===== config.mk =====
export PLATFORM = sky130hd
export DESIGN_NAME = mempool_interco
export DESIGN_NICKNAME = d
export VERILOG_FILES = /design/src/rtl/mempool_pkg.sv /design/src/rtl/mempool_interco.sv
export VERILOG_INCLUDE_DIRS = /design/src /design/src/rtl
export SDC_FILE = /design/constraint.sdc
export NUM_CORES = 1
export LEC_CHECK = 0
export BUFFER_PORTS_ARGS = -buffer_cell sky130_fd_sc_hd__buf_4
export CORE_AREA = 4 4 143 145
export DETAILED_ROUTE_END_ITERATION = 10
export DIE_AREA = 0 0 147 149
export SLEW_MARGIN = 10
export SYNTH_ARGS = -nofsm -noshare
export SYNTH_HDL_FRONTEND = slang
export SYNTH_SLANG_ARGS = --single-unit

===== constraint.sdc =====
create_clock -name clk_i -period 1.3 [get_ports clk_i]
set_input_delay 0.13 -clock clk_i [delete_from_list [all_inputs] [get_ports clk_i]]
set_output_delay 0.13 -clock clk_i [all_outputs]
set_load 0.02 [all_outputs]

===== src/rtl/mempool_cfg.svh =====
/*
 * MemPool cluster sizing. Host, tile and bank counts of the shared TCDM
 */
`ifndef MEMPOOL_CFG_SVH
`define MEMPOOL_CFG_SVH

// Host ports in front of the interconnect
`define MEMPOOL_NUM_HOSTS 2

// Tile count, must be a power of two
`define MEMPOOL_NUM_TILES 2

// Banks in each tile, must be a power of two
`define MEMPOOL_BANKS_PER_TILE 2

// Depth of one bank in words
`define MEMPOOL_WORDS_PER_BANK 64

// Word width, a whole number of bytes
`define MEMPOOL_DATA_WIDTH 32

`endif


===== src/rtl/mempool_pkg.sv =====
/*
 * MemPool shared types. Byte address, data word, strobes and the
 * host and tile-local indices passed through the interconnect
 */
`default_nettype none
`include "mempool_cfg.svh"

package mempool_pkg;

  // Field widths of the interleaved byte address
  localparam int unsigned BeWidth      = `MEMPOOL_DATA_WIDTH / 8;
  localparam int unsigned ByteOffset   = $clog2(BeWidth);
  localparam int unsigned BankIdxWidth = $clog2(`MEMPOOL_BANKS_PER_TILE);
  localparam int unsigned TileIdxWidth = $clog2(`MEMPOOL_NUM_TILES);
  localparam int unsigned RowWidth     = $clog2(`MEMPOOL_WORDS_PER_BANK);
  localparam int unsigned IniWidth     =
    (`MEMPOOL_NUM_HOSTS > 1) ? $clog2(`MEMPOOL_NUM_HOSTS) : 1;

  typedef logic [31:0]                    addr_t;
  typedef logic [`MEMPOOL_DATA_WIDTH-1:0] data_t;
  typedef logic [BeWidth-1:0]             strb_t;
  typedef logic [IniWidth-1:0]            ini_addr_t;

  // Row in the upper bits, bank index in the lower bits
  typedef logic [RowWidth+BankIdxWidth-1:0] tile_addr_t;

endpackage

`default_nettype wire


===== src/rtl/mempool_interco.sv =====
/*
 * MemPool interconnect. Decodes word-interleaved addresses, grants one
 * host per tile in round-robin order and steers responses back
 */
`timescale 1ns/1ps
`default_nettype none
`include "mempool_cfg.svh"

module mempool_interco (
  input  logic                                                  clk_i,
  input  logic                                                  rst_n_i,
  // Host side
  input  logic                     [`MEMPOOL_NUM_HOSTS-1:0]     hreq_valid_i,
  output logic                     [`MEMPOOL_NUM_HOSTS-1:0]     hreq_ready_o,
  input  mempool_pkg::addr_t       [`MEMPOOL_NUM_HOSTS-1:0]     hreq_addr_i,
  input  logic                     [`MEMPOOL_NUM_HOSTS-1:0]     hreq_wen_i,
  input  mempool_pkg::data_t       [`MEMPOOL_NUM_HOSTS-1:0]     hreq_wdata_i,
  input  mempool_pkg::strb_t       [`MEMPOOL_NUM_HOSTS-1:0]     hreq_be_i,
  output logic                     [`MEMPOOL_NUM_HOSTS-1:0]     hresp_valid_o,
  output mempool_pkg::data_t       [`MEMPOOL_NUM_HOSTS-1:0]     hresp_rdata_o,
  // Tile side
  output logic                     [`MEMPOOL_NUM_TILES-1:0]     treq_valid_o,
  input  logic                     [`MEMPOOL_NUM_TILES-1:0]     treq_ready_i,
  output mempool_pkg::tile_addr_t  [`MEMPOOL_NUM_TILES-1:0]     treq_addr_o,
  output mempool_pkg::ini_addr_t   [`MEMPOOL_NUM_TILES-1:0]     treq_ini_o,
  output logic                     [`MEMPOOL_NUM_TILES-1:0]     treq_wen_o,
  output mempool_pkg::data_t       [`MEMPOOL_NUM_TILES-1:0]     treq_wdata_o,
  output mempool_pkg::strb_t       [`MEMPOOL_NUM_TILES-1:0]     treq_be_o,
  input  logic                     [`MEMPOOL_NUM_TILES-1:0]     tresp_valid_i,
  input  mempool_pkg::ini_addr_t   [`MEMPOOL_NUM_TILES-1:0]     tresp_ini_i,
  input  mempool_pkg::data_t       [`MEMPOOL_NUM_TILES-1:0]     tresp_rdata_i
);

  import mempool_pkg::*;

  localparam int unsigned NumHosts = `MEMPOOL_NUM_HOSTS;
  localparam int unsigned NumTiles = `MEMPOOL_NUM_TILES;

  logic       [NumHosts-1:0][TileIdxWidth-1:0] tgt_tile;
  tile_addr_t [NumHosts-1:0]                   tgt_addr;
  // Highest-priority host of each tile
  ini_addr_t  [NumTiles-1:0]                   rr_q;
  ini_addr_t  [NumTiles-1:0]                   rr_d;

  // Byte, bank, tile, then row, counting from the LSB
  for (genvar h = 0; h < NumHosts; h++) begin : gen_decode
    assign tgt_tile[h] = hreq_addr_i[h][ByteOffset+BankIdxWidth +: TileIdxWidth];
    assign tgt_addr[h] = {
      hreq_addr_i[h][ByteOffset+BankIdxWidth+TileIdxWidth +: RowWidth],
      hreq_addr_i[h][ByteOffset +: BankIdxWidth]
    };
  end

  always_comb begin
    int unsigned idx;
    treq_valid_o = '0;
    treq_addr_o  = '0;
    treq_ini_o   = '0;
    treq_wen_o   = '0;
    treq_wdata_o = '0;
    treq_be_o    = '0;
    rr_d         = rr_q;
    for (int unsigned t = 0; t < NumTiles; t++) begin
      // Scan hosts starting at the pointer, first match wins
      for (int unsigned k = 0; k < NumHosts; k++) begin
        idx = (rr_q[t] + k) % NumHosts;
        if (!treq_valid_o[t] && hreq_valid_i[idx] &&
            (tgt_tile[idx] == TileIdxWidth'(t))) begin
          treq_valid_o[t] = 1'b1;
          treq_ini_o[t]   = ini_addr_t'(idx);
          treq_addr_o[t]  = tgt_addr[idx];
          treq_wen_o[t]   = hreq_wen_i[idx];
          treq_wdata_o[t] = hreq_wdata_i[idx];
          treq_be_o[t]    = hreq_be_i[idx];
        end
      end
      // Winner moves to lowest priority
      if (treq_valid_o[t] && treq_ready_i[t]) begin
        rr_d[t] = ini_addr_t'((treq_ini_o[t] + 1) % NumHosts);
      end
    end
    // Losers see ready low and keep their request up
    for (int unsigned h = 0; h < NumHosts; h++) begin
      hreq_ready_o[h] = treq_valid_o[tgt_tile[h]] && treq_ready_i[tgt_tile[h]] &&
                        (treq_ini_o[tgt_tile[h]] == ini_addr_t'(h));
    end
  end

  always_ff @(posedge clk_i or negedge rst_n_i) begin
    if (!rst_n_i) begin
      rr_q <= '0;
    end else begin
      rr_q <= rr_d;
    end
  end

  // One outstanding access per host, so at most one tile answers each host
  always_comb begin
    hresp_valid_o = '0;
    hresp_rdata_o = '0;
    for (int unsigned t = 0; t < NumTiles; t++) begin
      if (tresp_valid_i[t]) begin
        hresp_valid_o[tresp_ini_i[t]] = 1'b1;
        hresp_rdata_o[tresp_ini_i[t]] = tresp_rdata_i[t];
      end
    end
  end

endmodule

`default_nettype wire


# == After elaboration in Yosys (flattened, before gate mapping) ==
# Index checks and enable logic that the tools add are counted.
# word_totals
mem_bits_rw,0
out_inout_bits,160
wordCells,134
reg_bits,2
inputBits,212
memories,0
mem_bits_ro,0
latchBits,0
# classes
magnitude_cmp,10
bitwise_logic,5
n_shift,0
muxes,97
mul,0
n_reduce_logical,16
n_addsub,4
n_div,0
n_eq_ne,0
# op_table
cell,count
$mux W32,14
$mux W64,2
$mux W7,12
$and A64 B64 Y64,1
$bwmux W64,1
$demux W32 S1,2
$mux W1,50
$mux W4,12
$lt A1 B2 Y1 const B,8
$logic_and A1 B1 Y1,14
$add A1 B1 Y1 const B,4
$mux W2,2
$not A1 Y1,3
$demux W1 S1,2
$ge A1 B1 Y1 const B,2
$logic_not A1 Y1,2
$or A2 B2 Y2,1

# == Longest topological paths before layout ==
# logic_depth
word_depth,13
mapped_depth,5
ltp_nobuf,3

# == Least setup slack after synthesis ==
# Ideal clock, no wire load.
# synth_timing
path_kind,register to output
from,register rr_q[1] in the netlist's numbering
to,output port treq_addr_o[10] in the netlist's numbering
slack_ps,-115
stages_incl_launch_ff,5
arrival_ps,1285
t_required_ps,1170
cell_sequence,dfrtp_1 and3b_1 nor2_4 buf_2 a22o_1
# synth_lines
element,line,source
"start, declared",mempool_interco.sv:42,ini_addr_t [NumTiles-1:0] rr_q;
"start signal, assigned",mempool_interco.sv:93,rr_q <= rr_d;
"end, declared",mempool_interco.sv:24,"output mempool_pkg::tile_addr_t [`MEMPOOL_NUM_TILES-1:0] treq_addr_o,"

==> qor.csv <==
metric;value;unit
leading registers by flop count;rr_q: 2 flops;
met1 Resource Use GR;13.9;%
Net Sw Power;1.54;mW
run status;finished, violations left;
number of clock buffers inserted by TritonCTS;3;
type of the most critical hold path;in -> reg;
switching portion of total power;42.7;%
crit-path cells;and3b_2 -> nor2_4 -> buf_12 -> a22o_1 -> buf_6;
Clk pin slew, worst setup/hold paths;0.03;ns
Num Clock Sinks;2;
cell count after placement;860;
vias in the first global route;3893;
PD cells;575;nW/um^2
first-pass GRT wire length;23100;um
layout cell share with drive strength beyond 1;72.5;%
die boundary height;149;um
weighted congestion reported at the end of routability-driven placement;0.775;
core utilization of the finished layout;32.6;%
peak supply drop;0.751;mV
detail-routed net length per standard cell;21.0;um
initial antenna violation count;0;
Flop pwr share;2.5;%
gr ovfl total;0;
count of cell types in the netlist;25;
area of the core;19200;um^2
Antenna Cells;0;
crit path max-delay cell type;dfrtp_1;
later-pin clock latency in the skew report;0.22;ns
setup clock skew after layout;0;ns
portion of the post-synthesis area used by sequential elements;2.65;%
Critical Path Fanout Max;33;
RSZ-0062 raised after global routing;true;
tightest hold margin;0.186;ns
CTS HTree Levels;1;
wirelength, routed;18800;um
number of hold violations in the final report;0;
clock tree from TritonCTS;done;
number of antenna-violating nets in the routed design;0;
max-slew violation count;0;
# Max-Cap Violations;0;
Post-Syn Area per Cell;6.77;um^2
buffer type at the clock tree root;clkbuf_16;
sort of element at the end of the critical path;primary output;
yosys warns;0;
# fillers;2031;
met3 global-route usage;5.26;%
synthesized instance count;279;
critical setup path kind;reg -> out;
number of failing setup endpoints in the final timing report;95;
P_int;2.07;mW
Initial Util;9.83;%
Total GRT Usage;13.2;%
Worst setup SP type;flip-flop;
count of buffers inserted at the top-level ports;323;
netlist area before placement;1890;um^2
Post-DP HPWL;13400;um
flip-flop and latch count after synthesis;2;
relative contribution of combinational cells to total power;84.6;%
violation count after the first detailed-routing iteration;112;
final setup margin;-0.376;ns
maximum clock insertion buffer count;2;
IO Pins;372;
Core Rows;51;
final critical delay including setup and external delays;1.68;ns
Residual DRC;0;
number of iterations in the first detailed-routing pass;4;
met2 demand-to-capacity share in global routing;25.6;%
net count after synthesis;491;
static leakage;3.11;nW
P&R area growth vs syn;232;%
fraction of power consumed by the clock network;12.9;%
violated checks;setup timing;
horizontal die dimension;147;um
Worst path max stage delay;0.32;ns
count of placed standard cells in the final layout, fillers left out;894;
share of the clock period used by the worst path after layout;129;%
Via Count;4030;
slew of the pin with the lowest slew margin;0.361;ns
Layout Nets;843;
pin count of the biggest net entering global routing;35;
Worst EP arrival;1.55;ns
largest reg by FF count;rr_q;
floorplan die area;21900;um^2
busiest grt layer;met2;
highest attainable clock frequency;596;MHz
worst max-slew margin expressed relative to the limit;75.9;%
Req. time, crit path;1.17;ns
power consumption;3.60;mW
max reg flops;2;
vias per cell;4.51;
==> per-layer routing <==
layer  up-vias  wire (um)
li1       1809          -
met1      1924       6200
met2       271      10100
met3        26       2080
met4         0        405
met5         -          0
==> synthesized netlist by cell type <==
library cell	instances	area, um^2
a22o_1	123	1080
nand2_1	70	263
a21oi_1	32	160
buf_2	21	105
clkbuf_1	6	22.5
buf_6	4	45.0
nand2b_1	3	18.8
dfrtp_1	2	50.1
nor2_4	2	22.5
a21oi_2	1	8.76
a21oi_4	1	16.3
a31oi_2	1	12.5
and2_1	1	6.26
and3b_1	1	8.76
buf_1	1	3.75
buf_4	1	7.51
inv_1	1	3.75
inv_2	1	3.75
nand3_1	1	5.00
nor2_2	1	6.26
nor2b_1	1	6.26
nor2b_2	1	8.76
nor3b_2	1	12.5
o22ai_1	1	6.26
or2b_1	1	7.51
==> power groups by stage <==
stage	combinational (mW)	sequential [mW]	clock, mW
2_1_floorplan	1.20	0.0956	0
3_3_place_gp	2.51	0.0886	0
3_5_place_dp	2.52	0.0893	0
4_1_cts	2.69	0.0885	0.473
5_1_grt	3.19	0.0920	0.485
6_report	3.05	0.0897	0.465
==> layout make-up <==
class	instances	area [um^2]	share of cell area, %
Clock buffer	3	75.1	1.20
Inverter	2	7.51	0.120
Multi-Input combinational cell	242	2100	33.5
Sequential cell	2	50.0	0.799
Tap cell	265	332	5.29
Timing Repair Buffer	380	3700	59.1
==> stage by stage <==
step	worst slack (ns)	instance area, um^2	setup TNS [ns]
2_1_floorplan	-0.0464	2190	-2.43
3_3_place_gp	-0.134	5080	-8.72
3_5_place_dp	-0.138	5080	-9.09
4_1_cts	-0.356	5510	-27.91
5_1_grt	-0.422	6260	-34.27
6_report	-0.376	6260	-29.97
==> worst max-delay path, delay by kind of cell, from the launching register on <==
kind | cells | cell delay [ns]
AOI/OAI and AO/OA | 1 | 0.22
buffers and inverters | 2 | 0.34
DFF | 1 | 0.32
and+or+nand+nor | 2 | 0.41
==> cell usage in the layout (no fill, tap or decap), types with 2 or more instances in the layout <==
cell type and instances:
a21oi_1 5, a21oi_2 26, a21oi_4 3, a22o_1 91, a22o_4 32, buf_12 14
buf_4 239, buf_6 111, clkbuf_16 16, dfrtp_1 2, nand2_1 69, nand2b_1 2
nor2_4 3
==> cells by family (layout without fill, tap and decap cells) <==
kind of cell	count (synthesis)	count (layout)	synth area share, %
flip-flops	2	2	2.65
AND/OR/NAND/NOR	83	83	19.4
buffers and inverters	35	385	10.1
AO/OA/AOI/OAI	159	159	67.9
==> worst paths after layout <==
kind	startpoint	end	slack (ns)	cells after the start
setup / recovery	rr_q[1]	treq_wdata_o[58]	-0.38	5
hold / removal	treq_ready_i[1]	rr_q[1]	0.19	2
setup reg to reg	rr_q[1]	rr_q[1]	0.26	3
hold reg to reg	rr_q[1]	rr_q[1]	0.61	2
max in group asynchronous	rst_n_i	rr_q[0]	0.98	2
min in group asynchronous	rst_n_i	rr_q[1]	0.23	2
==> timing repair <==
action / CTS / global route
buffers inserted: 0 / 12
pin swaps: 16 / 26
resized for setup: 79 / 74
hold buffers: 1 / 0
gates cloned: 1 / 17
hold endpoints to repair: 2 / 0
setup endpoints to repair: 94 / 121
(Power assumes the default switching activity.)
