==> src/rtl/mempool_cfg.svh <==
/*
 * MemPool cluster sizing. Host, tile and bank counts of the shared TCDM
 */
`ifndef MEMPOOL_CFG_SVH
`define MEMPOOL_CFG_SVH

// Host ports in front of the interconnect
`define MEMPOOL_NUM_HOSTS 2

// Tile count, must be a power of two
`define MEMPOOL_NUM_TILES 2

// Banks in each tile, must be a power of two
`define MEMPOOL_BANKS_PER_TILE 2

// Depth of one bank in words
`define MEMPOOL_WORDS_PER_BANK 64

// Word width, a whole number of bytes
`define MEMPOOL_DATA_WIDTH 32

`endif

==> src/rtl/mempool_pkg.sv <==
/*
 * MemPool shared types. Byte address, data word, strobes and the
 * host and tile-local indices passed through the interconnect
 */
`default_nettype none
`include "mempool_cfg.svh"

package mempool_pkg;

  // Field widths of the interleaved byte address
  localparam int unsigned BeWidth      = `MEMPOOL_DATA_WIDTH / 8;
  localparam int unsigned ByteOffset   = $clog2(BeWidth);
  localparam int unsigned BankIdxWidth = $clog2(`MEMPOOL_BANKS_PER_TILE);
  localparam int unsigned TileIdxWidth = $clog2(`MEMPOOL_NUM_TILES);
  localparam int unsigned RowWidth     = $clog2(`MEMPOOL_WORDS_PER_BANK);
  localparam int unsigned IniWidth     =
    (`MEMPOOL_NUM_HOSTS > 1) ? $clog2(`MEMPOOL_NUM_HOSTS) : 1;

  typedef logic [31:0]                    addr_t;
  typedef logic [`MEMPOOL_DATA_WIDTH-1:0] data_t;
  typedef logic [BeWidth-1:0]             strb_t;
  typedef logic [IniWidth-1:0]            ini_addr_t;

  // Row in the upper bits, bank index in the lower bits
  typedef logic [RowWidth+BankIdxWidth-1:0] tile_addr_t;

endpackage

`default_nettype wire

==> src/rtl/mempool_host_port.sv <==
/*
 * MemPool host port. Turns a four-phase req/ack access into one
 * valid/ready TCDM request and holds the read data during ack
 */
`timescale 1ns/1ps
`default_nettype none

module mempool_host_port (
  input  logic               clk_i,
  input  logic               rst_n_i,
  // Four-phase host side
  input  logic               req_i,
  output logic               ack_o,
  input  logic               wen_i,
  input  mempool_pkg::addr_t addr_i,
  input  mempool_pkg::data_t wdata_i,
  input  mempool_pkg::strb_t be_i,
  output mempool_pkg::data_t rdata_o,
  // TCDM request toward the interconnect
  output logic               hreq_valid_o,
  input  logic               hreq_ready_i,
  output mempool_pkg::addr_t hreq_addr_o,
  output logic               hreq_wen_o,
  output mempool_pkg::data_t hreq_wdata_o,
  output mempool_pkg::strb_t hreq_be_o,
  input  logic               hresp_valid_i,
  input  mempool_pkg::data_t hresp_rdata_i
);

  import mempool_pkg::*;

  typedef enum logic [2:0] {
    StIdle,
    StReq,
    StWait,
    StAck,
    StRelease
  } state_e;

  state_e state_q;
  state_e state_d;
  addr_t  addr_q;
  logic   wen_q;
  data_t  wdata_q;
  strb_t  be_q;
  data_t  rdata_q;

  always_comb begin
    state_d = state_q;
    unique case (state_q)
      StIdle:
        if (req_i) state_d = StReq;
      StReq:
        if (hreq_ready_i) state_d = StWait;
      StWait:
        if (hresp_valid_i) state_d = StAck;
      // Hold ack until the host drops req
      StAck:
        if (!req_i) state_d = StRelease;
      StRelease: state_d = StIdle;
      default:   state_d = StIdle;
    endcase
  end

  always_ff @(posedge clk_i or negedge rst_n_i) begin
    if (!rst_n_i) begin
      state_q <= StIdle;
    end else begin
      state_q <= state_d;
    end
  end

  // Request fields, sampled when req is first seen
  always_ff @(posedge clk_i) begin
    if (state_q == StIdle && req_i) begin
      addr_q  <= addr_i;
      wen_q   <= wen_i;
      wdata_q <= wdata_i;
      be_q    <= be_i;
    end
    if (state_q == StWait && hresp_valid_i) begin
      rdata_q <= hresp_rdata_i;
    end else if (state_q == StRelease) begin
      rdata_q <= '0;
    end
  end

  assign hreq_valid_o = (state_q == StReq);
  assign hreq_addr_o  = addr_q;
  assign hreq_wen_o   = wen_q;
  assign hreq_wdata_o = wdata_q;
  assign hreq_be_o    = be_q;

  assign ack_o   = (state_q == StAck);
  assign rdata_o = rdata_q;

endmodule

`default_nettype wire

==> config.mk <==
export PLATFORM = sky130hd
export DESIGN_NAME = mempool_host_port
export DESIGN_NICKNAME = d
export VERILOG_FILES = /design/src/rtl/mempool_pkg.sv /design/src/rtl/mempool_host_port.sv
export VERILOG_INCLUDE_DIRS = /design/src /design/src/rtl
export SDC_FILE = /design/constraint.sdc
export NUM_CORES = 1
export LEC_CHECK = 0
export BUFFER_PORTS_ARGS = -buffer_cell sky130_fd_sc_hd__buf_4
export CORE_MARGIN = 1.5
export CORE_UTILIZATION = 25
export DETAILED_ROUTE_END_ITERATION = 10
export PLACE_DENSITY = 0.63
export SLEW_MARGIN = 5
export SYNTH_ARGS = -nofsm -noshare
export SYNTH_HDL_FRONTEND = slang
export SYNTH_SLANG_ARGS = --single-unit
==> constraint.sdc <==
create_clock -name clk_i -period 10.2 [get_ports clk_i]
set_input_delay 1.53 -clock clk_i [delete_from_list [all_inputs] [get_ports clk_i]]
set_output_delay 1.53 -clock clk_i [all_outputs]
set_load 0.01 [all_outputs]
==> Word-level counts from Yosys, hierarchy flattened <==
Cells that the tools add are included.
{ "totals": {"reg_bits": 104, "input_bits": 106, "out_inout_bits": 103, "elab_cells": 26} }
{ "op_classes": {"n_eq_ne": 8, "muxes": 7, "reduce_logical": 5} }
{ "op_table": {"columns": ["op", "count"], "rows": [
  ["2-to-1 mux 32 bit", 2],
  ["2-to-1 mux 3 bit", 4],
  ["case mux 3 bit (4 select lines)", 1],
  ["equality test 3 x 2 -> 1 bit, second input constant", 2],
  ["inequality test 2 bit, second input constant", 3],
  ["AND reduction 4 bit", 1],
  ["equality test 3 x 1 -> 1 bit, second input constant", 1],
  ["equality test 3 bit, second input constant", 1],
  ["zero test 3 bit", 1],
  ["logical AND 1 bit", 2],
  ["inequality test 2 x 1 -> 1 bit, second input constant", 1],
  ["nonzero test 2 bit", 1]
]} }

==> Logic depth before layout (Yosys ltp) <==
Gate-level depths: netlist of run 1.
{ "depth": {"depth_word": 3, "mapped_depth": 4, "mapped_depth_nobuf": 3} }

==> Least setup slack after synthesis of run 1 <==
OpenSTA, ideal clock, no wires.
{ "synth_path": {"path_type": "input to register", "from": "input port req_i", "to": "register addr_q[0] (netlist: hreq_addr_o[0]) (enable)", "setup_ns": 0.691, "arrival_time_ns": 8.517, "required_ns": 9.509, "setup_slack_ns": 0.992, "stages": 1, "n_path_buf": 0, "path_cell_list": "nor4b_1"} }
{ "synth_between": {"elab_chain_cells": 1} }
{ "synth_lines": {"columns": ["element", "line_no", "rtl"], "rows": [
  ["start, declared", "mempool_host_port.sv:12", "input logic req_i,"],
  ["logical AND 1 bit", "mempool_host_port.sv:75", "if (state_q == StIdle && req_i) begin"],
  ["end signal, assigned", "mempool_host_port.sv:76", "addr_q <= addr_i;"],
  ["end, declared", "mempool_host_port.sv:42", "addr_t addr_q;"]
]} }
Every way passes these cells.
A chain may end at the register's enable or synchronous reset.

==> Final worst setup path of run 1 <==
{ "layout_path": {"from": "register state_q[0]", "to": "output port hreq_valid_o"} }
{ "layout_between": {"elab_chain_cells": 1} }
{ "layout_lines": {"columns": ["element", "line_no", "rtl"], "rows": [
  ["start, declared", "mempool_host_port.sv:40", "state_e state_q;"],
  ["start signal, assigned", "mempool_host_port.sv:67", "state_q <= StIdle;"],
  ["start signal, assigned", "mempool_host_port.sv:69", "state_q <= state_d;"],
  ["equality test 3 x 1 -> 1 bit", "mempool_host_port.sv:88", "assign hreq_valid_o = (state_q == StReq);"],
  ["end, declared", "mempool_host_port.sv:20", "output logic hreq_valid_o,"]
]} }
Every way passes these cells.

==> impl_results.md, run 1 <==
* Status: complete, no violations
* Leak at 0.00227 uW
* Finished Cell Area at 0.00556 mm2
* Worst Tran Pin Value at 0.989 ns
* # port buffers at 208
* R2R cell count at 2
* Overflow left after global routing at 0
* Num CTS Buffers at 9
* Worst-path clk slew at 0.07 ns
* Hold Crit Class: reg2reg
* Vias in the first global route at 2190
* Total clock sinks at 104
* WS Path Type: reg2out
* CTS resizes at 0
* Final Critical Period at 2.81 ns
* Core box area at 0.0138 mm2
* Setup ws final at 7.39 ns
* Setup Fix Bufs, Post-CTS at 0
* Hold Vio Cnt, Final at 0
* Yosys top cell by area: edfxtp_1
* Ports at 209
* Drt initial violations at 68
* Most area-consuming cells after synthesis: edfxtp_1 (87%), and2_2 (4.1%), and2_1 (2.3%)
* H-tree Lvls at 3
* DIE HEIGHT at 121 um
* Die X at 121 um
* Synth top area share at 86.5%
* Most frequent cells in the layout: buf_4 (209), edfxtp_1 (101), and2_2 (19)
* Synthesized area per cell at 22.2 um2
* Syn-to-layout area delta at 58.6%
* HPWL after DPL at 6080 um
* Synthesized area at 0.00351 mm2
* Ratio of cells with drive above 1 in the final layout at 65.3%
* Row count at 43
* DRC viols at 0
* Post-CTS Hold Fix Bufs at 0
* RSZ-0062 raised after global routing: false
* Setup violations, final at 0
* GP Congestion at 0.714
* Sequential element share of the synthesized area at 88.7%
* Pre-CTS WS at 7.22 ns
* Worst path required time at 8.67 ns
* CP Max Fanout at 10
* Total power draw at 1240 uW
* Antenna violations before repair at 0
* Yosys warning count at 0
* Root buf cell: clkbuf_16
* Final TNS setup at 0 ns
* Commonest non-fill, non-tap cell in the layout: buf_4
* Initial Util at 25.5%
* Synth cell types at 20
* Critical path arrival at 1.28 ns
* Buffer depth of the longest clock path at 2
* 1st-pass router iterations at 3
* WL/cell at 14.3 um
* Flops & latches, synth at 104
* Final WL at 8000 um
* Maximum vdd drop at 126 uV
* Vias/cell at 3.85
* Slew margin rel. at 33.9%
* GRT Total Usage at 10.4%
* Later-pin clock latency in the skew report at 0.34 ns
* Hold Slack at 0.597 ns
* # Max-Cap Violations at 0
* CP startpoint kind: flop
* Final period util at 27.6%
* Setup crit end kind: output port
* Fin Clk Skew at 0.00679 ns
* Diode count at 0
* First-pass GRT wire length at 11300 um
* Fin nets at 479
* Cell Area, Placed at 0.00527 mm2
* Pwr dens at 224 mW/mm2
* Max Freq at 0.356 GHz
* Post-Syn Instances at 158
* Largest net degree at the start of global routing at 70
* Routed vias at 2150
* Hold Crit Depth at 1
* DRT antenna net count at 0
* CTS tree: done
* Die ar. at 0.0147 mm2
* Slew Viols, Final at 0
* Post-Synthesis Net Count at 264
[stage by stage]
stage               utilization [%]  instances
floorplan                         -        158
global placement               38.2        542
detailed placement             38.2        542
CTS                            40.4        558
global route                   40.4        558
finish                         40.4        558
[Yosys cell counts]
| cell | count |
|---|---|
| edfxtp_1 | 101 |
| nor3_1 | 2 |
| nor2b_1 | 2 |
| buf_6 | 4 |
| nor3b_1 | 1 |
| and3b_1 | 1 |
| nor4b_1 | 1 |
| and2_2 | 19 |
| and2_1 | 13 |
| buf_4 | 1 |
| and2b_1 | 1 |
| dfrtp_1 | 3 |
| and4bb_4 | 1 |
| nand2_1 | 1 |
| a21oi_1 | 2 |
| nor2_1 | 1 |
| mux2i_1 | 1 |
| a211oi_1 | 1 |
| nand3b_1 | 1 |
| or2b_1 | 1 |
[layer usage]
metal / track usage (%) / routed length, um
met5: 0 / 0
met1: 12.0 / 3090
met3: 5.69 / 1060
met4: 3.53 / 86
met2: 16.5 / 3760
[registers in the layout (all words and copies together), names as in the netlist]
| signal | cells |
|---|---|
| hreq_addr_o | 32 |
| hreq_be_o | 4 |
| hreq_wdata_o | 32 |
| hreq_wen_o | 1 |
| rdata_o | 32 |
| state_q | 3 |
[worst max-delay path, cell delays in order, from the launching register on]
cell     delay [ns]
dfrtp_1        0.55
nor3b_1        0.24
buf_4          0.15
[cell families (layout without fill, tap and decap cells)]
| kind of cell | Yosys count | in the layout | share of synthesized area, % |
|---|---|---|---|
| flip-flops | 104 | 104 | 88.7 |
| AND/OR/NAND/NOR | 45 | 45 | 9.07 |
| buffers and inverters | 5 | 225 | 1.50 |
| multiplexers | 1 | 1 | 0.286 |
| AO/OA/AOI/OAI | 3 | 3 | 0.500 |
[where the power goes]
group          total [uW]  internal (uW)  switching [uW]
registers             622            585            36.9
clock network         337            191             147
logic                 285            144             141
[area by class of cell]
type	instances	area, um2
Clock buffer	9	225
Multi-Input combinational cell	49	363
Timing Repair Buffer	209	1570
Tap cell	180	225
Clock inverter	7	71.3
Sequential cell	104	3110
Fill cell	1297	8210
[path summary, 6_finish.rpt]
| path | start | end | slack, ns |
|---|---|---|---|
| hold / removal | state_q[2]$_DFFE_PN0P_ | state_q[0]$_DFFE_PN0P_ | 0.60 |
| hold reg to reg | state_q[2]$_DFFE_PN0P_ | state_q[0]$_DFFE_PN0P_ | 0.60 |
| max in group asynchronous | rst_n_i | state_q[1]$_DFFE_PN0P_ | 9.15 |
| min in group asynchronous | rst_n_i | state_q[2]$_DFFE_PN0P_ | 0.96 |
| setup / recovery | state_q[0]$_DFFE_PN0P_ | hreq_valid_o | 7.39 |
| setup reg to reg | state_q[1]$_DFFE_PN0P_ | rdata_o[15]$_SDFFCE_PN0P_ | 8.24 |
No activity file was read; power rests on OpenSTA's default activity.
==> run 2: changes to the inputs <==
--- a/config.mk
+++ b/config.mk
@@ -6,11 +6,12 @@
 export SDC_FILE = /design/constraint.sdc
 export NUM_CORES = 1
 export LEC_CHECK = 0
+export ABC_AREA = 1
 export BUFFER_PORTS_ARGS = -buffer_cell sky130_fd_sc_hd__buf_4
 export CORE_MARGIN = 1.5
 export CORE_UTILIZATION = 25
 export DETAILED_ROUTE_END_ITERATION = 10
-export PLACE_DENSITY = 0.63
+export PLACE_DENSITY = 0.65
 export SLEW_MARGIN = 5
 export SYNTH_ARGS = -nofsm -noshare
 export SYNTH_HDL_FRONTEND = slang
==> constraint.sdc (replaced) <==
create_clock -name clk_i -period 2.3 [get_ports clk_i]
set_input_delay 0.345 -clock clk_i [delete_from_list [all_inputs] [get_ports clk_i]]
set_output_delay 0.345 -clock clk_i [all_outputs]
set_load 0.01 [all_outputs]
==> impl_results.md, run 2 <==
* Status: complete, no violations (unchanged)
* Hold Crit Class: in2reg (was reg2reg)
* Antenna violations before repair at 0 (unchanged)
* Pwr dens at 1040 mW/mm2 (was 224 mW/mm2)
* GP Congestion at 0.814 (was 0.714)
* Post-CTS Hold Fix Bufs at 1 (was 0)
* Critical Path Start: state_q[1]$_DFFE_PN0P_ (was state_q[0]$_DFFE_PN0P_)
* Die X at 122 um (was 121 um)
* Setup Fix Bufs, Post-CTS at 0 (unchanged)
* Int Pwr at 4190 uW (was 920 uW)
* Vias in the first global route at 2240 (was 2190)
* H-tree Lvls at 3 (unchanged)
* Final period util at 76.1%
* Largest net degree at the start of global routing at 70 (unchanged)
* Post-Synthesis Net Count at 308 (was 264)
* CTS tree: done (unchanged)
* CP startpoint kind: flop (unchanged)
* Final Critical Period at 1.75 ns
* Top_reg_cell synth: edfxtp_1 (unchanged)
* WS Path Type: reg2out (unchanged)
* Fin cells at 607 (was 558)
* Buf/Inv on CP at 3 (was 1)
* Root buf cell: clkbuf_16 (unchanged)
* Syn-to-layout area delta at 59.2% (was 58.6%)
* Most area-consuming cells after synthesis: edfxtp_1 (85%), inv_1 (4.0%), nor2_1 (3.2%) (was edfxtp_1 (87%), and2_2 (4.1%), and2_1 (2.3%))
* CP most frequent cell: inv_1
* Setup crit end kind: output port (unchanged)
* Cells along the critical path: inv_1, nand2_1, inv_1, buf_4 (was nor3b_1, buf_4)
* Ratio of cells with drive above 1 in the final layout at 56.0% (was 65.3%)
* Core box area at 0.0139 mm2 (was 0.0138 mm2)
* DRC viols at 0 (unchanged)
* Synth Area in XOR/XNOR at 0% (unchanged)
* # port buffers at 208 (unchanged)
* Overflow left after global routing at 0 (unchanged)
* WL/cell at 13.5 um (was 14.3 um)
* Simple-Gate Fraction of Synth Area at 6.88% (was 9.06%)
* Yosys warning count at 0 (unchanged)
* Main combinational cell family by area after synthesis: simple AND/OR/NAND/NOR gates (unchanged)
* Synth cell types at 20 (unchanged)
* HPWL after DPL at 6430 um (was 6080 um)
* Max incr delay on CP at 0.60 ns (was 0.55 ns)
* Maximum vdd drop at 629 uV (was 126 uV)
* DIE HEIGHT at 122 um (was 121 um)
* Gate power share at 27.0% (was 22.9%)
* Total clock sinks at 104 (unchanged)
* Synth cell count leaders: edfxtp_1 (101), inv_1 (38), nor2_1 (30) (was edfxtp_1 (101), and2_2 (19), and2_1 (13))
* RSZ-0062 raised after global routing: false (unchanged)
* CTS resizes at 0 (unchanged)
* Critical R2R Launch: state_q[0]$_DFFE_PN0P_ (was state_q[1]$_DFFE_PN0P_)
* Pre-CTS WS at 0.718 ns (was 7.22 ns)
* Vias/cell at 3.94 (was 3.85)
* Mux share of post-synthesis cell area at 0% (was 0.286%)
* Most frequent cells in the layout: buf_4 (211), edfxtp_1 (101), inv_1 (38) (was buf_4 (209), edfxtp_1 (101), and2_2 (19))
* Slew Viols, Final at 0 (unchanged)
* Post-Syn Instances at 202 (was 158)
* Later-pin clock latency in the skew report at 0.35 ns (was 0.34 ns)
* Clk pwr share at 24.4% (was 27.1%)
* Setup ws final at 0.549 ns (was 7.39 ns)
* Flops & latches, synth at 104 (unchanged)
* Routed vias at 2389 (was 2150)
* CP Max Fanout at 8 (was 10)
* Total power draw at 5920 uW (was 1240 uW)
* Asr flop ratio synth at 2.88% (unchanged)
* Worst path required time at 1.96 ns (was 8.67 ns)
* Hold Vio Cnt, Final at 0 (unchanged)
* Sequential element share of the synthesized area at 87.2% (was 88.7%)
* Buffer depth of the longest clock path at 2 (unchanged)
* Row count at 43 (unchanged)
* Cell Area, Placed at 0.00538 mm2 (was 0.00527 mm2)
* GRT Total Usage at 10.2% (was 10.4%)
* Critical path arrival at 1.41 ns (was 1.28 ns)
* Number of flops mapped to enable cells by yosys at 101 (unchanged)
* Max Freq at 0.571 GHz
* Synthesized area at 0.00357 mm2 (was 0.00351 mm2)
* Num CTS Buffers at 9 (unchanged)
* Setup violations, final at 0 (unchanged)
* Critical path's slowest cell: dfrtp_1 (unchanged)
* # Max-Cap Violations at 0 (unchanged)
* Final TNS setup at 0 ns (unchanged)
* Finished Cell Area at 0.00568 mm2 (was 0.00556 mm2)
* Yosys top cell by area: edfxtp_1 (unchanged)
* Dpl cells at 590 (was 542)
* 1st-pass router iterations at 4 (was 3)
* Synth top area share at 85.1% (was 86.5%)
* Die ar. at 0.0150 mm2 (was 0.0147 mm2)
* Fin nets at 528 (was 479)
* Ports at 209 (unchanged)
* Post-synthesis compound-gate area fraction at 0.632% (was 0.500%)
* Top cell family by delay on the critical path: flip-flops (unchanged)
* Psw at 1720 uW (was 325 uW)
* Diode count at 0 (unchanged)
* Drt initial violations at 98 (was 68)
* Leak at 0.00247 uW (was 0.00227 uW)
* Top-count cell post-synth: edfxtp_1 (unchanged)
* Slew margin rel. at 71.7% (was 33.9%)
* Worst-path clk slew at 0.08 ns (was 0.07 ns)
* DRT antenna net count at 0 (unchanged)
* Fin Clk Skew at 0.00894 ns (was 0.00679 ns)
* First-pass GRT wire length at 11200 um (was 11300 um)
* Seq pwr share at 48.7% (was 50.0%)
* Synth Area in Adders at 0% (unchanged)
* Switching Share at 29.1% (was 26.1%)
* Commonest non-fill, non-tap cell in the layout: buf_4 (unchanged)
* Worst Tran Pin Value at 0.425 ns (was 0.989 ns)
* Final WL at 8170 um (was 8000 um)
* Synthesized area per cell at 17.7 um2 (was 22.2 um2)
* Initial Util at 25.7% (was 25.5%)
* Hold_sp: addr_i[31] (was state_q[2]$_DFFE_PN0P_)
[run 2: cell count changes after synthesis, moves of 2 or more]
cell      delta
nand2_2      +2
o21bai_1     +2
nand2_1      +6
nor2_1      +29
inv_1       +38
nor2b_1      -2
and2_2      -19
buf_6        -2
and2_1      -13
a21oi_1      -2
nor2_2       +4
nand3_1      +3
[run 2: layer usage]
| metal | part of all wire (%) | up-vias | GRT usage (%) | wire, um |
|---|---|---|---|---|
| met2 | 48 | 144 | 17.2 | 3950 |
| met5 | 0 | - | 0 | 0 |
| met4 | 1.8 | 0 | 5.23 | 149 |
| met3 | 11 | 12 | 4.00 | 920 |
| li1 | - | 1132 | - | - |
| met1 | 39 | 1101 | 11.3 | 3150 |
[run 2: cell type report]
class                      instances  area (um2)
fill                            1320        8200
multi-input combinational         55         297
inverter                          39         146
sequential                       104        3110
clock inverter                     7        61.3
clock buffer                       9         225
timing repair buffer             213        1610
tap                              180         225
[run 2: worst reg2reg max path, stage by stage, from the launching register on]
cell and delay (ns):
dfrtp_2 0.48, nor4_4 0.32, buf_12 0.32
[run 2: metrics by stage]
step / util (%) / hold WS, ns
floorplan: - / 0.0494
global placement: 38.8 / 0.138
detailed placement: 38.8 / 0.139
CTS: 40.9 / 0.150
global route: 40.9 / 0.150
finish: 40.9 / 0.168
[run 2: power groups by stage]
stage	logic [uW]	clock network, uW	registers (uW)
global route	1740	1570	2920
floorplan	492	0	3130
detailed placement	1630	0	2930
CTS	1640	1500	2890
global placement	1620	0	2910
finish	1590	1440	2880
[run 2: cell families (layout without fill, tap and decap cells)]
group / Yosys count / in the layout
simple gates: 52 / 52
buf+inv: 43 / 268
flops: 104 / 104
compound gates: 3 / 3
[run 2: final timing paths]
check                                            end  slack, ns  cells past startpoint
setup / recovery                        hreq_valid_o       0.55                      4
hold / removal             hreq_addr_o[31]$_DFFE_PP_       0.17                      1
setup reg to reg           hreq_wdata_o[5]$_DFFE_PP_       0.76                      2
hold reg to reg               state_q[0]$_DFFE_PN0P_       0.71                      3
max in group asynchronous     state_q[0]$_DFFE_PN0P_       1.88                      2
min in group asynchronous     state_q[1]$_DFFE_PN0P_       0.32                      2
==> run 3: changes to the inputs <==
--- a/config.mk
+++ b/config.mk
@@ -6,12 +6,12 @@
 export SDC_FILE = /design/constraint.sdc
 export NUM_CORES = 1
 export LEC_CHECK = 0
-export ABC_AREA = 1
+export ABC_AREA = 0
 export BUFFER_PORTS_ARGS = -buffer_cell sky130_fd_sc_hd__buf_4
 export CORE_MARGIN = 1.5
 export CORE_UTILIZATION = 25
 export DETAILED_ROUTE_END_ITERATION = 10
-export PLACE_DENSITY = 0.65
+export PLACE_DENSITY = 0.63
 export SLEW_MARGIN = 5
 export SYNTH_ARGS = -nofsm -noshare
 export SYNTH_HDL_FRONTEND = slang
==> constraint.sdc (replaced) <==
create_clock -name clk_i -period 1.76 [get_ports clk_i]
set_input_delay 0.264 -clock clk_i [delete_from_list [all_inputs] [get_ports clk_i]]
set_output_delay 0.264 -clock clk_i [all_outputs]
set_load 0.01 [all_outputs]
==> impl_results.md, run 3 (synthesized netlist as in run 1, its figures left out) <==
* Status: complete, no violations (unchanged)
* CTS resizes at 0 (unchanged)
* Dpl cells at 544 (was 590)
* Gate power share at 24.3% (was 27.0%)
* Final WL at 7890 um (was 8170 um)
* Sequential cell area at 0.00311 mm2 (about the same)
* Fin Clk Skew at 0.00526 ns (was 0.00894 ns)
* Worst setup path endpoint: hreq_addr_o[18]$_DFFE_PP_ (was hreq_valid_o)
* Final period util at 90.0%
* Maximum vdd drop at 477 uV (was 629 uV)
* Worst-path clk slew at 0.07 ns (was 0.08 ns)
* Total clock sinks at 104 (unchanged)
* Ratio of cells with drive above 1 in the final layout at 65.1% (was 56.0%)
* Vias/cell at 3.85 (was 3.94)
* Levels on crit path at 2 (was 4)
* CTS tree: done (unchanged)
* Fin cells at 561 (was 607)
* Syn-to-layout area delta at 60.2% (was 59.2%)
* DRC viols at 0 (unchanged)
* Num CTS Buffers at 9 (unchanged)
* Psw at 1960 uW (was 1720 uW)
* Hold Crit Depth at 1 (unchanged)
* Root buf cell: clkbuf_16 (unchanged)
* Buffer depth of the longest clock path at 2 (unchanged)
* WL/cell at 14.1 um (was 13.5 um)
* Seq pwr share at 49.4% (was 48.7%)
* Overflow left after global routing at 0 (unchanged)
* Post-CTS Hold Fix Bufs at 1 (unchanged)
* Critical path's slowest cell: dfrtp_1 (unchanged)
* Core box area at 0.0138 mm2 (was 0.0139 mm2)
* Switching Share at 27.1% (was 29.1%)
* Diode count at 0 (unchanged)
* Worst Tran Pin Value at 0.361 ns (was 0.425 ns)
* Pwr dens at 1290 mW/mm2 (was 1040 mW/mm2)
* Antenna violations before repair at 0 (unchanged)
* Top cell family by delay on the critical path: flip-flops (unchanged)
* Die X at 121 um (was 122 um)
* Final Critical Period at 1.58 ns
* HPWL after DPL at 6010 um (was 6430 um)
* Critical Path Start: state_q[1]$_DFFE_PN0P_ (unchanged)
* Clk pwr share at 26.3% (was 24.4%)
* Setup Fix Bufs, Post-CTS at 0 (unchanged)
* GP Congestion at 0.675 (was 0.814)
* Setup crit end kind: flop (was output port)
* Multi-input logic area at 372 um2 (was 297 um2)
* Slew margin rel. at 76.0% (was 71.7%)
* Row count at 43 (unchanged)
* Largest net degree at the start of global routing at 70 (unchanged)
* GRT Total Usage at 10.5% (was 10.2%)
* DRT antenna net count at 0 (unchanged)
* Initial Util at 25.5% (was 25.7%)
* # Max-Cap Violations at 0 (unchanged)
* Worst path required time at 1.77 ns (was 1.96 ns)
* Routed vias at 2161 (was 2389)
* Setup violations, final at 0 (unchanged)
* Final TNS setup at 0 ns (unchanged)
* Critical R2R Launch: state_q[1]$_DFFE_PN0P_ (was state_q[0]$_DFFE_PN0P_)
* CP startpoint kind: flop (unchanged)
* RSZ-0062 raised after global routing: false (unchanged)
* Worst R2R End: hreq_addr_o[18]$_DFFE_PP_ (was hreq_wdata_o[5]$_DFFE_PP_)
* R2R cell count at 2 (unchanged)
* Most frequent cells in the layout: buf_4 (209), edfxtp_1 (101), and2_2 (19) (was buf_4 (211), edfxtp_1 (101), inv_1 (38))
* CP Max Fanout at 69 (was 8)
* R2R setup slack at 0.18 ns (was 0.76 ns)
* DIE HEIGHT at 121 um (was 122 um)
* Max incr delay on CP at 0.50 ns (was 0.60 ns)
* Fin nets at 482 (was 528)
* Number of fill cells at 1283 (was 1320)
* Int Pwr at 5290 uW (was 4190 uW)
* Drt initial violations at 80 (was 98)
* Slew Viols, Final at 0 (unchanged)
* Commonest non-fill, non-tap cell in the layout: buf_4 (unchanged)
* Hold Vio Cnt, Final at 0 (unchanged)
* Critical path arrival at 1.59 ns (was 1.41 ns)
* Die ar. at 0.0147 mm2 (was 0.0150 mm2)
* Buf/Inv on CP at 1 (was 3)
* Hold Crit Class: in2reg (unchanged)
* 1st-pass router iterations at 4 (unchanged)
* # port buffers at 208 (unchanged)
* Max Freq at 0.632 GHz
* Ports at 209 (unchanged)
* Later-pin clock latency in the skew report at 0.35 ns (about the same)
* First-pass GRT wire length at 11200 um (about the same)
* Cells along the critical path: nor4b_4, buf_12 (was inv_1, nand2_1, inv_1, buf_4)
* Vias in the first global route at 2176 (was 2240)
* Leak at 0.00229 uW (was 0.00247 uW)
* WS Path Type: reg2reg (was reg2out)
* H-tree Lvls at 3 (unchanged)
[run 3: cell count changes in the layout (fill, tap and decap cells not counted), sizes merged, moves of 4 or more]
cell,delta
and2,+32
inv,-39
nand3,-4
nor2,-34
nand2,-8
[run 3: per-stage QoR]
step / hold slack (ns) / utilization [%] / area, um2 / total power, uW / setup slack (ns)
floorplan: -0.0316 / - / 3520 / 4420 / -1.47
global placement: 0.0566 / 38.6 / 5310 / 5410 / 0.237
detailed placement: 0.0570 / 38.6 / 5310 / 5450 / 0.185
CTS: 0.0682 / 40.8 / 5620 / 7390 / 0.173
global route: 0.0672 / 40.8 / 5620 / 7640 / 0.113
finish: 0.0889 / 40.8 / 5620 / 7250 / 0.177
[run 3: worst min path at each step]
stage / from / slack (ns) / end
global placement: rst_n_i / 0.06 / state_q[0]$_DFFE_PN0P_
CTS: addr_i[3] / 0.07 / hreq_addr_o[3]$_DFFE_PP_
global route: wdata_i[20] / 0.07 / hreq_wdata_o[20]$_DFFE_PP_
detailed placement: rst_n_i / 0.06 / state_q[0]$_DFFE_PN0P_
finish: addr_i[3] / 0.09 / hreq_addr_o[3]$_DFFE_PP_
floorplan: rst_n_i / -0.03 / state_q[0]$_DFFE_PN0P_
[run 3: layer usage]
layer / vias up / part of all wire, % / wire length, um / GRT usage [%]
li1: 1030 / - / - / -
met1: 952 / 37 / 2950 / 11.3
met2: 164 / 44 / 3460 / 15.9
met3: 15 / 16 / 1240 / 5.92
met4: 0 / 3.0 / 240 / 6.84
met5: - / 0 / 0 / 0
[run 3: cell type report]
class | instances | area share, %
clock buffers | 10 | 4.08
well taps | 180 | 4.01
multi-input cells | 49 | 6.62
flip-flops and latches | 104 | 55.3
repair buffers | 212 | 28.8
clock inverters | 6 | 1.11
[run 3: power by group through the flow]
| stage | combinational (uW) | sequential [uW] | clock, uW |
|---|---|---|---|
| 2_1_floorplan | 569 | 3850 | 0 |
| 3_3_place_gp | 1780 | 3620 | 0 |
| 3_5_place_dp | 1800 | 3640 | 0 |
| 4_1_cts | 1810 | 3590 | 1990 |
| 5_1_grt | 1930 | 3630 | 2080 |
| 6_report | 1770 | 3580 | 1900 |
